<file path="src/design/loader_defs.svh">
// Loader definitions: memory map, host image indices and sequencer limits
`ifndef LOADER_DEFS_SVH
`define LOADER_DEFS_SVH

// ====================
// Address widths
// ====================
`define MEM_AW 23
`define CPU_AW 16

// ====================
// Memory map
// ====================
// Tape images live above the 128K system area
`define TAP_MEM_START 23'h20000
`define PRG_CART_BASE 16'hA000
// Last address a PRG may fill, ROMs start above
`define PRG_CEILING 16'hBFFF

// ====================
// Host image indices
// ====================
`define IDX_ROM 8'h00
`define IDX_PRG 8'h01
`define IDX_PRG_ALT 8'h41
`define IDX_TAP 8'h81

// Byte holding the TAP version in bit 0
`define TAP_VERSION_OFFSET 24'h00000C

// Final step of the zero-page injection sequencer
`define INJECT_LAST 5'd31

`endif

</file>
<file path="src/design/loader_pkg.sv">
// Loader package: bus structs, image kinds and host index decoding
`include "loader_defs.svh"

package loader_pkg;

    // Host download stream, one byte per wr strobe
    typedef struct packed {
        logic        active;
        logic [7:0]  index;
        logic        wr;
        logic [23:0] offset;
        logic [7:0]  data;
    } dl_stream_t;

    typedef enum logic [1:0] {
        KIND_NONE,
        KIND_ROM,
        KIND_PRG,
        KIND_TAP
    } image_kind_t;

    // Write issued by a loader, internal targets the core RAM
    typedef struct packed {
        logic [`MEM_AW-1:0] addr;
        logic [7:0]         data;
        logic               we;
        logic               internal;
    } load_wr_t;

    typedef struct packed {
        logic [`CPU_AW-1:0] addr;
        logic [7:0]         wdata;
        logic               sel;
        logic               r_wn;
    } cpu_req_t;

    typedef struct packed {
        logic [`MEM_AW-1:0] addr;
        logic [7:0]         wdata;
        logic               we;
        logic               oe;
        logic               internal;
    } mem_bus_t;

    typedef struct packed {
        logic [7:0] data;
        logic       wrreq;
    } tap_byte_t;

    function automatic image_kind_t classify_index(input logic active,
                                                   input logic [7:0] index);
        image_kind_t kind;
        kind = KIND_NONE;
        if (active) begin
            case (index)
                `IDX_ROM:               kind = KIND_ROM;
                `IDX_PRG, `IDX_PRG_ALT: kind = KIND_PRG;
                `IDX_TAP:               kind = KIND_TAP;
                default:                kind = KIND_NONE;
            endcase
        end
        return kind;
    endfunction

endpackage

</file>
<file path="src/design/image_loader.sv">
// Image loader: places ROM and PRG bytes and patches BASIC pointers after a PRG load
`timescale 1ns/10ps
`include "loader_defs.svh"

module image_loader (
    input  logic                   clk_sys,
    input  logic                   reset,
    input  loader_pkg::dl_stream_t dl_i,
    input  logic                   no_load_addr_i,
    output loader_pkg::load_wr_t   wr_o,
    output logic                   force_reset_o
);
    import loader_pkg::*;

    image_kind_t        kind;
    logic               rom_wr;
    logic               prg_wr;
    logic               prg_dl_d;
    logic               prg_header;
    logic               prg_internal;
    logic [`CPU_AW-1:0] prg_addr;
    logic [`CPU_AW-1:0] prg_next;
    logic               rom_hit;
    logic               rom_internal;
    logic [`MEM_AW-1:0] rom_addr;
    logic [4:0]         inject_step;
    logic [7:0]         zp_addr;
    logic [7:0]         zp_data;
    logic               auto_reset;

    assign kind   = classify_index(dl_i.active, dl_i.index);
    assign rom_wr = (kind == KIND_ROM) && dl_i.wr;
    assign prg_wr = (kind == KIND_PRG) && dl_i.wr;

    // ====================
    // ROM mapping
    // ====================
    always_comb begin
        rom_hit      = 1'b1;
        rom_internal = 1'b0;
        rom_addr     = '0;
        case (dl_i.offset[15:13])
            3'b010: rom_addr = {7'h00, 3'b111, dl_i.offset[12:0]};
            3'b011: rom_addr = {7'h01, 3'b111, dl_i.offset[12:0]};
            3'b100: rom_addr = {7'h00, 3'b110, dl_i.offset[12:0]};
            3'b101: begin
                // Character ROM sits inside the core
                rom_addr     = {7'h00, 4'b1000, dl_i.offset[11:0]};
                rom_internal = 1'b1;
            end
            default: rom_hit = 1'b0;
        endcase
    end

    // ====================
    // PRG placement
    // ====================
    assign prg_header = !no_load_addr_i && (dl_i.offset < 24'd2);

    always_comb begin
        if (no_load_addr_i && dl_i.offset == '0) begin
            prg_next = `PRG_CART_BASE;
        end else if (!no_load_addr_i && dl_i.offset == 24'd2) begin
            prg_next = prg_addr;
        end else if (prg_addr == `PRG_CEILING) begin
            prg_next = prg_addr;
        end else begin
            prg_next = prg_addr + 1'b1;
        end
    end

    // Low RAM, 4K block and colour RAM are in the core
    assign prg_internal = (prg_next[15:10] == 6'b000000) ||
                          (prg_next[15:12] == 4'h1) ||
                          (prg_next[15:10] == 6'b100101);

    // Zero-page pointer targets, low and high bytes alternate
    always_comb begin
        case (inject_step[3:1])
            3'd0:    zp_addr = 8'h2D;
            3'd1:    zp_addr = 8'h2E;
            3'd2:    zp_addr = 8'h2F;
            3'd3:    zp_addr = 8'h30;
            3'd4:    zp_addr = 8'h31;
            3'd5:    zp_addr = 8'h32;
            3'd6:    zp_addr = 8'hAE;
            default: zp_addr = 8'hAF;
        endcase
    end

    assign zp_data = inject_step[1] ? prg_addr[15:8] : prg_addr[7:0];

    always_ff @(posedge clk_sys) begin
        if (reset) begin
            wr_o.we       <= 1'b0;
            force_reset_o <= 1'b0;
            prg_dl_d      <= 1'b0;
            inject_step   <= '0;
            auto_reset    <= 1'b0;
        end else begin
            wr_o.we       <= 1'b0;
            force_reset_o <= 1'b0;
            prg_dl_d      <= (kind == KIND_PRG);

            if (rom_wr && rom_hit) begin
                wr_o.we       <= 1'b1;
                wr_o.addr     <= rom_addr;
                wr_o.data     <= dl_i.data;
                wr_o.internal <= rom_internal;
            end

            if (prg_wr) begin
                if (prg_header) begin
                    if (dl_i.offset[0]) begin
                        prg_addr[15:8] <= dl_i.data;
                    end else begin
                        prg_addr[7:0] <= dl_i.data;
                    end
                end else begin
                    prg_addr      <= prg_next;
                    wr_o.we       <= 1'b1;
                    wr_o.addr     <= {{(`MEM_AW-`CPU_AW){1'b0}}, prg_next};
                    wr_o.data     <= dl_i.data;
                    wr_o.internal <= prg_internal;
                    if (prg_next == `PRG_CART_BASE) begin
                        auto_reset <= 1'b1;
                    end
                end
            end

            // Sequencer runs 1..31 after the PRG stream ends
            if (inject_step != '0) begin
                inject_step <= inject_step + 1'b1;
            end
            if (prg_dl_d && kind != KIND_PRG) begin
                inject_step <= 5'd1;
            end

            if (inject_step[0] && inject_step < 5'd16) begin
                wr_o.we       <= 1'b1;
                wr_o.addr     <= {{(`MEM_AW-8){1'b0}}, zp_addr};
                wr_o.data     <= zp_data;
                wr_o.internal <= 1'b1;
            end

            if (inject_step == `INJECT_LAST) begin
                force_reset_o <= auto_reset;
                auto_reset    <= 1'b0;
            end
        end
    end

endmodule

</file>
<file path="src/design/media_loader_top.sv">
// Media loader top: ROM, PRG and TAP loaders sharing one memory port with the CPU
`timescale 1ns/10ps
`include "loader_defs.svh"

module media_loader_top (
    input  logic                   clk_sys,
    input  logic                   reset,
    input  loader_pkg::dl_stream_t dl_i,
    input  logic                   no_load_addr_i,
    input  logic                   ntsc_i,
    input  logic                   p2_h_i,
    input  loader_pkg::cpu_req_t   cpu_i,
    input  logic [7:0]             mem_rdata_i,
    input  logic                   tap_fifo_full_i,
    output loader_pkg::mem_bus_t   mem_o,
    output logic                   force_reset_o,
    output loader_pkg::tap_byte_t  tap_o,
    output logic                   tap_restart_o,
    output logic                   tap_version_o
);
    import loader_pkg::*;

    load_wr_t           img_wr;
    load_wr_t           tap_wr;
    logic [`MEM_AW-1:0] tap_last_addr;
    logic [`MEM_AW-1:0] play_addr;
    logic               tap_oe;

    image_loader image_loader_i (
        .clk_sys        (clk_sys),
        .reset          (reset),
        .dl_i           (dl_i),
        .no_load_addr_i (no_load_addr_i),
        .wr_o           (img_wr),
        .force_reset_o  (force_reset_o)
    );

    tap_loader tap_loader_i (
        .clk_sys         (clk_sys),
        .reset           (reset),
        .dl_i            (dl_i),
        .wr_o            (tap_wr),
        .tap_last_addr_o (tap_last_addr),
        .tap_restart_o   (tap_restart_o),
        .tap_version_o   (tap_version_o)
    );

    tap_player tap_player_i (
        .clk_sys         (clk_sys),
        .reset           (reset),
        .dl_active_i     (dl_i.active),
        .p2_h_i          (p2_h_i),
        .tap_last_addr_i (tap_last_addr),
        .mem_rdata_i     (mem_rdata_i),
        .tap_fifo_full_i (tap_fifo_full_i),
        .play_addr_o     (play_addr),
        .oe_o            (tap_oe),
        .tap_o           (tap_o)
    );

    mem_router mem_router_i (
        .dl_i        (dl_i),
        .p2_h_i      (p2_h_i),
        .ntsc_i      (ntsc_i),
        .cpu_i       (cpu_i),
        .img_wr_i    (img_wr),
        .tap_wr_i    (tap_wr),
        .play_addr_i (play_addr),
        .tap_oe_i    (tap_oe),
        .mem_o       (mem_o)
    );

endmodule

</file>
<file path="src/design/mem_router.sv">
// Memory router: shares the external memory port between loaders, CPU and tape player
`timescale 1ns/10ps
`include "loader_defs.svh"

module mem_router (
    input  loader_pkg::dl_stream_t dl_i,
    input  logic                   p2_h_i,
    input  logic                   ntsc_i,
    input  loader_pkg::cpu_req_t   cpu_i,
    input  loader_pkg::load_wr_t   img_wr_i,
    input  loader_pkg::load_wr_t   tap_wr_i,
    input  logic [`MEM_AW-1:0]     play_addr_i,
    input  logic                   tap_oe_i,
    output loader_pkg::mem_bus_t   mem_o
);
    import loader_pkg::*;

    load_wr_t           ld_wr;
    logic               load_sel;
    logic               kernal_bank;
    logic               cpu_rd;
    logic               cpu_wr;
    logic [`MEM_AW-1:0] cpu_addr;

    // Only one loader writes at a time
    assign ld_wr = img_wr_i.we ? img_wr_i : tap_wr_i;

    // Trailing and injection writes arrive after active falls
    assign load_sel = dl_i.active | ld_wr.we;

    // ====================
    // CPU side
    // ====================
    // Kernal area is banked by video standard
    assign kernal_bank = ntsc_i & (cpu_i.addr[`CPU_AW-1:13] == 3'b111);
    assign cpu_addr    = {{(`MEM_AW-`CPU_AW-1){1'b0}}, kernal_bank, cpu_i.addr};
    assign cpu_rd      = cpu_i.sel & cpu_i.r_wn;
    assign cpu_wr      = cpu_i.sel & ~cpu_i.r_wn;

    // ====================
    // Port select
    // ====================
    always_comb begin
        if (load_sel) begin
            mem_o.addr = ld_wr.addr;
        end else if (p2_h_i) begin
            mem_o.addr = cpu_addr;
        end else begin
            mem_o.addr = play_addr_i;
        end
        mem_o.wdata    = load_sel ? ld_wr.data : cpu_i.wdata;
        mem_o.we       = ld_wr.we | (cpu_wr & p2_h_i & ~load_sel);
        mem_o.oe       = ~load_sel & (p2_h_i ? cpu_rd : tap_oe_i);
        mem_o.internal = ld_wr.we & ld_wr.internal;
    end

endmodule

</file>
<file path="src/design/tap_loader.sv">
// TAP loader: stores tape bytes from the tape base and tracks the image end and version
`timescale 1ns/10ps
`include "loader_defs.svh"

module tap_loader (
    input  logic                   clk_sys,
    input  logic                   reset,
    input  loader_pkg::dl_stream_t dl_i,
    output loader_pkg::load_wr_t   wr_o,
    output logic [`MEM_AW-1:0]     tap_last_addr_o,
    output logic                   tap_restart_o,
    output logic                   tap_version_o
);
    import loader_pkg::*;

    logic               tap_dl;
    logic [`MEM_AW-1:0] tap_addr;
    logic [`MEM_AW-1:0] tap_next;
    logic               restart_q;

    assign tap_dl   = (classify_index(dl_i.active, dl_i.index) == KIND_TAP);
    assign tap_next = (dl_i.offset == '0) ? `TAP_MEM_START : tap_addr + 1'b1;

    assign tap_last_addr_o = tap_addr;
    assign tap_restart_o   = restart_q | tap_dl;

    always_ff @(posedge clk_sys) begin
        if (reset) begin
            wr_o.we       <= 1'b0;
            // Empty tape ends just below the start address
            tap_addr      <= `TAP_MEM_START - 1'b1;
            tap_version_o <= 1'b0;
            restart_q     <= 1'b1;
        end else begin
            wr_o.we   <= 1'b0;
            restart_q <= 1'b0;
            if (tap_dl && dl_i.wr) begin
                tap_addr      <= tap_next;
                wr_o.we       <= 1'b1;
                wr_o.addr     <= tap_next;
                wr_o.data     <= dl_i.data;
                wr_o.internal <= 1'b0;
                if (dl_i.offset == `TAP_VERSION_OFFSET) begin
                    tap_version_o <= dl_i.data[0];
                end
            end
        end
    end

endmodule

</file>
<file path="src/design/tap_player.sv">
// Tape player: fetches stored tape bytes in the low CPU phase and streams them out
`timescale 1ns/10ps
`include "loader_defs.svh"

module tap_player (
    input  logic                  clk_sys,
    input  logic                  reset,
    input  logic                  dl_active_i,
    input  logic                  p2_h_i,
    input  logic [`MEM_AW-1:0]    tap_last_addr_i,
    input  logic [7:0]            mem_rdata_i,
    input  logic                  tap_fifo_full_i,
    output logic [`MEM_AW-1:0]    play_addr_o,
    output logic                  oe_o,
    output loader_pkg::tap_byte_t tap_o
);
    import loader_pkg::*;

    logic               p2_h_d;
    logic               p2_fall;
    logic               p2_rise;
    logic [`MEM_AW-1:0] tap_end;
    logic [7:0]         tap_data;
    logic               tap_wrreq;

    assign p2_fall = p2_h_d && !p2_h_i;
    assign p2_rise = !p2_h_d && p2_h_i;

    // Play through the last stored byte
    assign tap_end = tap_last_addr_i + 1'b1;

    assign tap_o.data  = tap_data;
    assign tap_o.wrreq = tap_wrreq;

    always_ff @(posedge clk_sys) begin
        if (reset) begin
            p2_h_d      <= 1'b0;
            play_addr_o <= `TAP_MEM_START;
            oe_o        <= 1'b0;
            tap_wrreq   <= 1'b0;
        end else begin
            p2_h_d    <= p2_h_i;
            tap_wrreq <= 1'b0;
            if (dl_active_i) begin
                play_addr_o <= `TAP_MEM_START;
            end
            if (p2_fall && play_addr_o != tap_end && !dl_active_i &&
                !tap_fifo_full_i && !oe_o) begin
                oe_o <= 1'b1;
            end
            // Byte goes out when the CPU takes the bus back
            if (p2_rise && oe_o) begin
                tap_wrreq   <= 1'b1;
                oe_o        <= 1'b0;
                play_addr_o <= play_addr_o + 1'b1;
            end
        end
    end

    always_ff @(posedge clk_sys) begin
        if (!p2_h_i && oe_o) begin
            tap_data <= mem_rdata_i;
        end
    end

endmodule

</file>
<file path="config.mk">
export PLATFORM = sky130hd
export DESIGN_NAME = media_loader_top
export DESIGN_NICKNAME = d
export VERILOG_FILES = /design/src/design/loader_pkg.sv /design/src/design/image_loader.sv /design/src/design/media_loader_top.sv /design/src/design/mem_router.sv /design/src/design/tap_loader.sv /design/src/design/tap_player.sv
export VERILOG_INCLUDE_DIRS = /design/src /design/src/design
export SDC_FILE = /design/constraint.sdc
export NUM_CORES = 1
export LEC_CHECK = 0
export ABC_AREA = 1
export ABC_CLOCK_PERIOD_IN_PS = 2800
export BUFFER_PORTS_ARGS = -buffer_cell sky130_fd_sc_hd__buf_2
export CORE_AREA = 2 2 166 135
export CTS_BUF_LIST = sky130_fd_sc_hd__clkbuf_16
export CTS_CLUSTER_DIAMETER = 40
export DETAILED_ROUTE_END_ITERATION = 6
export DIE_AREA = 0 0 168 137
export PLACE_DENSITY = 0.66
export SETUP_SLACK_MARGIN = 0.1
export SYNTH_ARGS = -nofsm -noshare
export SYNTH_HDL_FRONTEND = slang
export SYNTH_SLANG_ARGS = --single-unit
export TNS_END_PERCENT = 30
</file>
<file path="constraint.sdc">
create_clock -name clk_sys -period 2.8 [get_ports clk_sys]
set_input_delay 0.28 -clock clk_sys [delete_from_list [all_inputs] [get_ports clk_sys]]
set_output_delay 0.28 -clock clk_sys [all_outputs]
set_load 0.01 [all_outputs]
</file>
**Yosys cells after proc, flatten, opt, wreduce, memory -nomap -nowiden**

Cells that the tools add are included.

- Bits in registers: 148
- Input bits: 82
- Output and inout port bits: 46
- Word-level logic and storage cells: 145

- Add/subtract/negate cells: 4
- Magnitude comparators: 2
- Equality and inequality tests: 28
- Mux-type cells: 30
- Bitwise logic cells: 15
- Reductions and logical operators: 43

Operators with widths:

| cell | count |
|---|---|
| 33-bit two-way mux | 4 |
| 23-bit two-way mux | 5 |
| 17-bit one-hot mux with 4 select lines | 1 |
| 16-bit two-way mux | 4 |
| 8-bit one-hot mux with 7 select lines | 1 |
| 23-bit by 1-bit adder with 23-bit output (second input constant) | 2 |
| 16-bit == test (second input constant) | 2 |
| 8-bit two-way mux | 4 |
| 24-bit by 2-bit == test with 1-bit output (second input constant) | 1 |
| 24-bit by 4-bit == test with 1-bit output (second input constant) | 1 |
| 24-bit logical NOT | 1 |
| 24-bit by 2-bit less-than comparator with 1-bit output (second input constant) | 1 |
| 23-bit inequality test | 1 |
| 3-bit == test (second input constant) | 6 |
| 18-bit two-way mux | 1 |
| 1-bit logical AND | 17 |
| 16-bit by 1-bit adder with 16-bit output (second input constant) | 1 |
| 3-bit by 2-bit == test with 1-bit output (second input constant) | 4 |
| 2-bit OR reduction | 5 |
| 3-bit AND reduction | 3 |
| 8-bit by 1-bit == test with 1-bit output (second input constant) | 1 |
| 8-bit by 7-bit == test with 1-bit output (second input constant) | 1 |
| 8-bit == test (second input constant) | 1 |
| 8-bit logical NOT | 1 |
| 23 further kinds | 53 |

**Depth between registers and ports, before layout**

- Word-level depth: 11
- Mapped depth: 16
- Mapped depth without buffers: 16

**Cells and area by module**

Synthesis repeated with hierarchy kept, for this count alone.

- Cells, all modules: 1522
- Area total of the unflattened synthesis: 10438.8 um^2

Modules (own cells, without submodules):

| module | times used | cells an instance | area each (um^2) | sequential area each (um^2) |
|---|---|---|---|---|
| image_loader | 1 | 521 | 3976.3 | 1621.6 |
| tap_loader | 1 | 334 | 2781.4 | 1451.4 |
| tap_player | 1 | 397 | 2524.9 | 760.7 |
| mem_router | 1 | 270 | 1156.1 | 0.0 |

**Least setup slack after synthesis**

No wires, ideal clock.

- Path type: input to register
- From: in dl_i[36] (netlist name)
- To: reg tap_loader_i.wr_o[10] (netlist name), enable pin
- Library setup time: 0.419 ns
- Data arrival time: 2.615 ns
- Required time: 2.381 ns
- Path slack: -0.234 ns
- Stages: 8
- Path buffers: 1
- Path through: nor2_1 nand2_1 a21oi_1 nand2_1 nor2_2 inv_1 clkbuf_1 nor2_1

- Cells in the longest elaborated chain, start to end: 7
- Elaborated cells between the ends (all ways): 10
- Those cells by class: eq/ne (4); mux (2); reduce/logical (4)

RTL lines:

| item | line | source |
|---|---|---|
| start, declared | media_loader_top.sv:8 | `input loader_pkg::dl_stream_t dl_i,` |
| 8-bit by 1-bit == test with 1-bit output or 8-bit by 7-bit == test with 1-bit output (tied branches) | loader_pkg.sv:55 | `case (index)` |
| 2-bit OR reduction | loader_pkg.sv:55 |  |
| 2-bit one-hot mux with 3 select lines (*) | loader_pkg.sv:55 |  |
| 2-bit two-way mux (*) | loader_pkg.sv:54 | `if (active) begin` |
| 2-bit == test (*) | tap_loader.sv:21 | `assign tap_dl = (classify_index(dl_i.active, dl_i.index) == KIND_TAP);` |
| 1-bit logical AND (*) | tap_loader.sv:37 | `if (tap_dl && dl_i.wr) begin` |
| 2-bit AND reduction (no source line) (*) | - |  |
| end, declared | tap_loader.sv:9 | `output loader_pkg::load_wr_t wr_o,` |

Every way passes the cells marked *; elsewhere a longest branch is shown, timed or not.
A chain may end at the register's enable or synchronous reset.

**Worst setup path in the final report**

- From: reg tap_loader_i.tap_addr[0] (netlist: tap_loader_i.tap_last_addr_o[0])
- To: reg tap_player_i.oe_o

- Cells in the longest elaborated chain, start to end: 6

RTL lines:

| item | line | source |
|---|---|---|
| start, declared | tap_loader.sv:17 | `` logic [`MEM_AW-1:0] tap_addr; `` |
| start signal, assigned | tap_loader.sv:31 | `` tap_addr <= `TAP_MEM_START - 1'b1; `` |
| start signal, assigned | tap_loader.sv:38 | `tap_addr <= tap_next;` |
| 23-bit by 1-bit adder with 23-bit output | tap_player.sv:30 | `assign tap_end = tap_last_addr_i + 1'b1;` |
| 23-bit inequality test | tap_player.sv:47 | `if (p2_fall && play_addr_o != tap_end && !dl_active_i &&` |
| 1-bit logical AND (3 in series) | tap_player.sv:47 |  |
| 1-bit logical AND | tap_player.sv:48 | `!tap_fifo_full_i && !oe_o) begin` |
| end signal, assigned | tap_player.sv:39 | `oe_o <= 1'b0;` |
| end signal, assigned | tap_player.sv:49 | `oe_o <= 1'b1;` |
| end signal, assigned | tap_player.sv:54 | `oe_o <= 1'b0;` |
| end, declared | tap_player.sv:14 | `output logic oe_o,` |

No other way between the ends.

==> out/metrics.yaml <==
status: "complete, no violations"
placed_cells_incl_taps: 1718
area_delta_synth_final_pct: 16.92
drt_iter0_drc: 1031
crit_type: "flip-flop to flip-flop"
start_util_pct: 44.37
setup_tns_ps: 0
yosysSeqAreaShare_pct: 40.53
cp-end-kind: "flip-flop"
postRouteWirelength_um: 29980
peakVddDrop_v: 0.0003314
tritoncts: "yes"
dieArea_sq_um: 23020
hold_viol: 0
ant_nets: 0
report.final.slew_viol_count: 0
portBuffers: 127
fmaxAchievable_mhz: 410.2
seq_power_share_pct: 42.9
num_vias: 9613
gp_congestion: 0.9596
power.share.combinational_pct: 15.1
power_density_nw_per_um2: 530.0
hold_buffers: 0
grt.total_usage_pct: 26.37
diodes: 0
cp_max_fo: 7
drtPass1Iterations: 5
p_sw_mw: 1.674
grt_pass1_vias: 8625
placed_cell_area_sq_um: 10440
place_hpwl_um: 22860
required_ps: 3130
die_w_um: 168
maxCapViolations: 0
overflow: 0
min_from: "mem_rdata_i[5]"
internal-power_mw: 4.187
yosys_warnings: 0
antenna_found_initial: 0
clockBufferDepth: 2
rsz0062_at_grt: "false"
worstSetupStartpointType: "flip-flop"
grt_pass1_wl_um: 46690
syn_nets: 1430
cp.arrival_ps: 2760
cts_buffers: 17
fin_nets: 1553
period_share_pct: 87.07
viasPerCell: 5.493
slew_headroom_pct: 34.35
drc: 0
fin_crit_ps: 2438
setup_violations: 0
avgSynthCellArea_sq_um: 7.064
insertion_delay_ps: 440
grt_max_degree: 63
synth_cells: 1339
hold_path_class: "input pin to flip-flop"
cts_sinks: 148
power.share.clock_pct: 42.0
yosysUniqueCellTypes: 54
r2r_start: "tap_loader_i.tap_last_addr_o[0]$_SDFFE_PP1P_"
cp-startpoint: "tap_loader_i.tap_last_addr_o[0]$_SDFFE_PP1P_"
die_h_um: 137
worst_slew_pin_slew_ps: 983.6
p_leak_nw: 5.117
core_area_sq_um: 21320
fin_cells: 1750
postCtsSetupBuffers: 0
clkTransAtPathRegs_ps: 70
pin_count: 128
rows: 48
ys_ff_latch: 148
cts-root-buf: "clkbuf_16"
ctsHtreeMaxLevel: 4
skew_ps: 14.31
final_area_sq_um: 11060
cts_resized: 0
synthesis.area_sq_um: 9459
wire_per_inst_um: 17.13
switching_share_pct: 28.57
drive_above_1_share_pct: 16.68
## worst max-delay path, cell delays in order (launching register included)
cell and delay, ps:
dfxtp_1 460, ha_1 210, nand3_1 110, nor2_1 440, nand3_1 140, nand2_1 110
nand2_1 70, nand2_1 60, nand2_1 50, nor2_1 140, nand2_1 60, nor2_1 160
nand3_1 160, nand2_1 110, a21oi_2 50
## final timing paths
check | end | slack, ps | cells past startpoint
worst max register to register | tap_player_i.oe_o$_SDFFE_PP0P_ | 360 | 14
worst max-delay path | tap_player_i.oe_o$_SDFFE_PP0P_ | 360 | 14
worst min-delay path | tap_player_i.tap_data[5]$_DFFE_PP_ | 20 | 1
worst min register to register | image_loader_i.force_reset_o$_SDFF_PP0_ | 440 | 2
## metal layers
layer | GRT usage [%] | vias to the layer above | part of all wire, %
met4 | 6.812 | 0 | 1.4
li1 | - | 4732 | -
met1 | 38.93 | 4406 | 48
met5 | 0 | - | 0
met2 | 39.69 | 450 | 42
met3 | 4.916 | 25 | 8.8
## state kept, by name, indices dropped and copies added (netlist names)
| register | cells |
|---|---|
| tap_player_i.tap_wrreq | 1 |
| tap_loader_i.restart_q | 1 |
| tap_player_i.tap_data | 8 |
| image_loader_i.prg_addr | 16 |
| image_loader_i.inject_step | 5 |
| tap_loader_i.tap_version_o | 1 |
| image_loader_i.force_reset_o | 1 |
| image_loader_i.prg_dl_d | 1 |
| tap_loader_i.wr_o | 32 |
| tap_player_i.oe_o | 1 |
| image_loader_i.auto_reset | 1 |
| tap_player_i.p2_h_d | 1 |
| image_loader_i.wr_o | 33 |
| tap_player_i.play_addr_o | 23 |
| tap_loader_i.tap_last_addr_o | 23 |
## cells in the mapped netlist (all sizes together)
library cell / instances / area [sq um]
a21oi: 65 / 329.1
o22ai: 3 / 18.77
a211oi: 8 / 60.06
clkbuf: 34 / 127.6
dfxtp: 61 / 1221
and3: 1 / 6.260
o21bai: 1 / 7.510
a21boi: 1 / 7.510
a2111oi: 1 / 8.760
nand3: 120 / 668.2
mux2: 1 / 11.26
xor3: 1 / 23.77
xnor3: 1 / 22.52
o211ai: 29 / 217.7
ha: 9 / 112.6
nor2: 154 / 660.6
a31oi: 4 / 25.02
nand4: 25 / 186.4
nand3b: 2 / 15.01
o21ai: 145 / 725.7
edfxtp: 87 / 2613
nor4: 3 / 18.77
nor3: 14 / 86.34
o311a: 1 / 10.01
inv: 167 / 626.9
a2bb2oi: 1 / 8.760
xor2: 8 / 70.07
o31ai: 2 / 15.01
buf: 12 / 65.06
clkinv: 3 / 12.51
o32ai: 2 / 25.03
xnor2: 1 / 8.760
o311ai: 1 / 8.760
or2: 2 / 12.51
nand2: 365 / 1390
a22oi: 2 / 15.01
a32oi: 2 / 17.52
## per-stage QoR
stage	utilization, %	hold WS, ps	worst slack, ps	total power, mW
global route	51.87	12.47	104.6	6.098
detailed placement	48.94	434.1	186.3	3.441
floorplan	-	307.7	276.1	3.096
finish	51.87	23.57	362.0	5.861
global placement	48.94	441.4	239.8	3.425
CTS	51.87	13.01	374.7	5.887
## cells by family after synthesis
group / share of synthesized area [%]
compound gates: 15.86
xor+xnor: 1.323
fa+ha+maj: 1.190
buf+inv: 8.796
flops: 40.53
mux: 0.1190
simple gates: 32.18
## power by group through the flow
stage	clock network (mW)	logic, mW	registers, mW
after global routing	2.57	1.00	2.53
after global placement	0	0.866	2.56
after CTS	2.49	0.885	2.51
final	2.46	0.886	2.51
after floorplan	0	0.554	2.54
after detailed placement	0	0.880	2.56
## area by class of cell
cell class,instances,area [sq um]
multi-input combinational,975,4796
clock buffer,18,450.4
clock inverter,14,173.9
inverter,170,639.4
fill,2129,10260
sequential,148,3835
tap,275,344.1
timing repair buffer,150,820.8
## layout by cell type (no fill, tap or decap), drive strengths merged, types with 2 or more instances in the layout
master / n
a211oi: 8
a21oi: 65
a22oi: 2
a31oi: 4
a32oi: 2
buf: 150
bufinv: 2
clkbuf: 18
clkinv: 3
dfxtp: 61
edfxtp: 87
ha: 9
inv: 178
nand2: 365
nand3: 120
nand3b: 2
nand4: 25
nor2: 154
nor3: 14
nor4: 3
o211ai: 29
o21ai: 145
o22ai: 3
o31ai: 2
o32ai: 2
or2: 2
xor2: 8
Power figures use the tool's default switching activity.
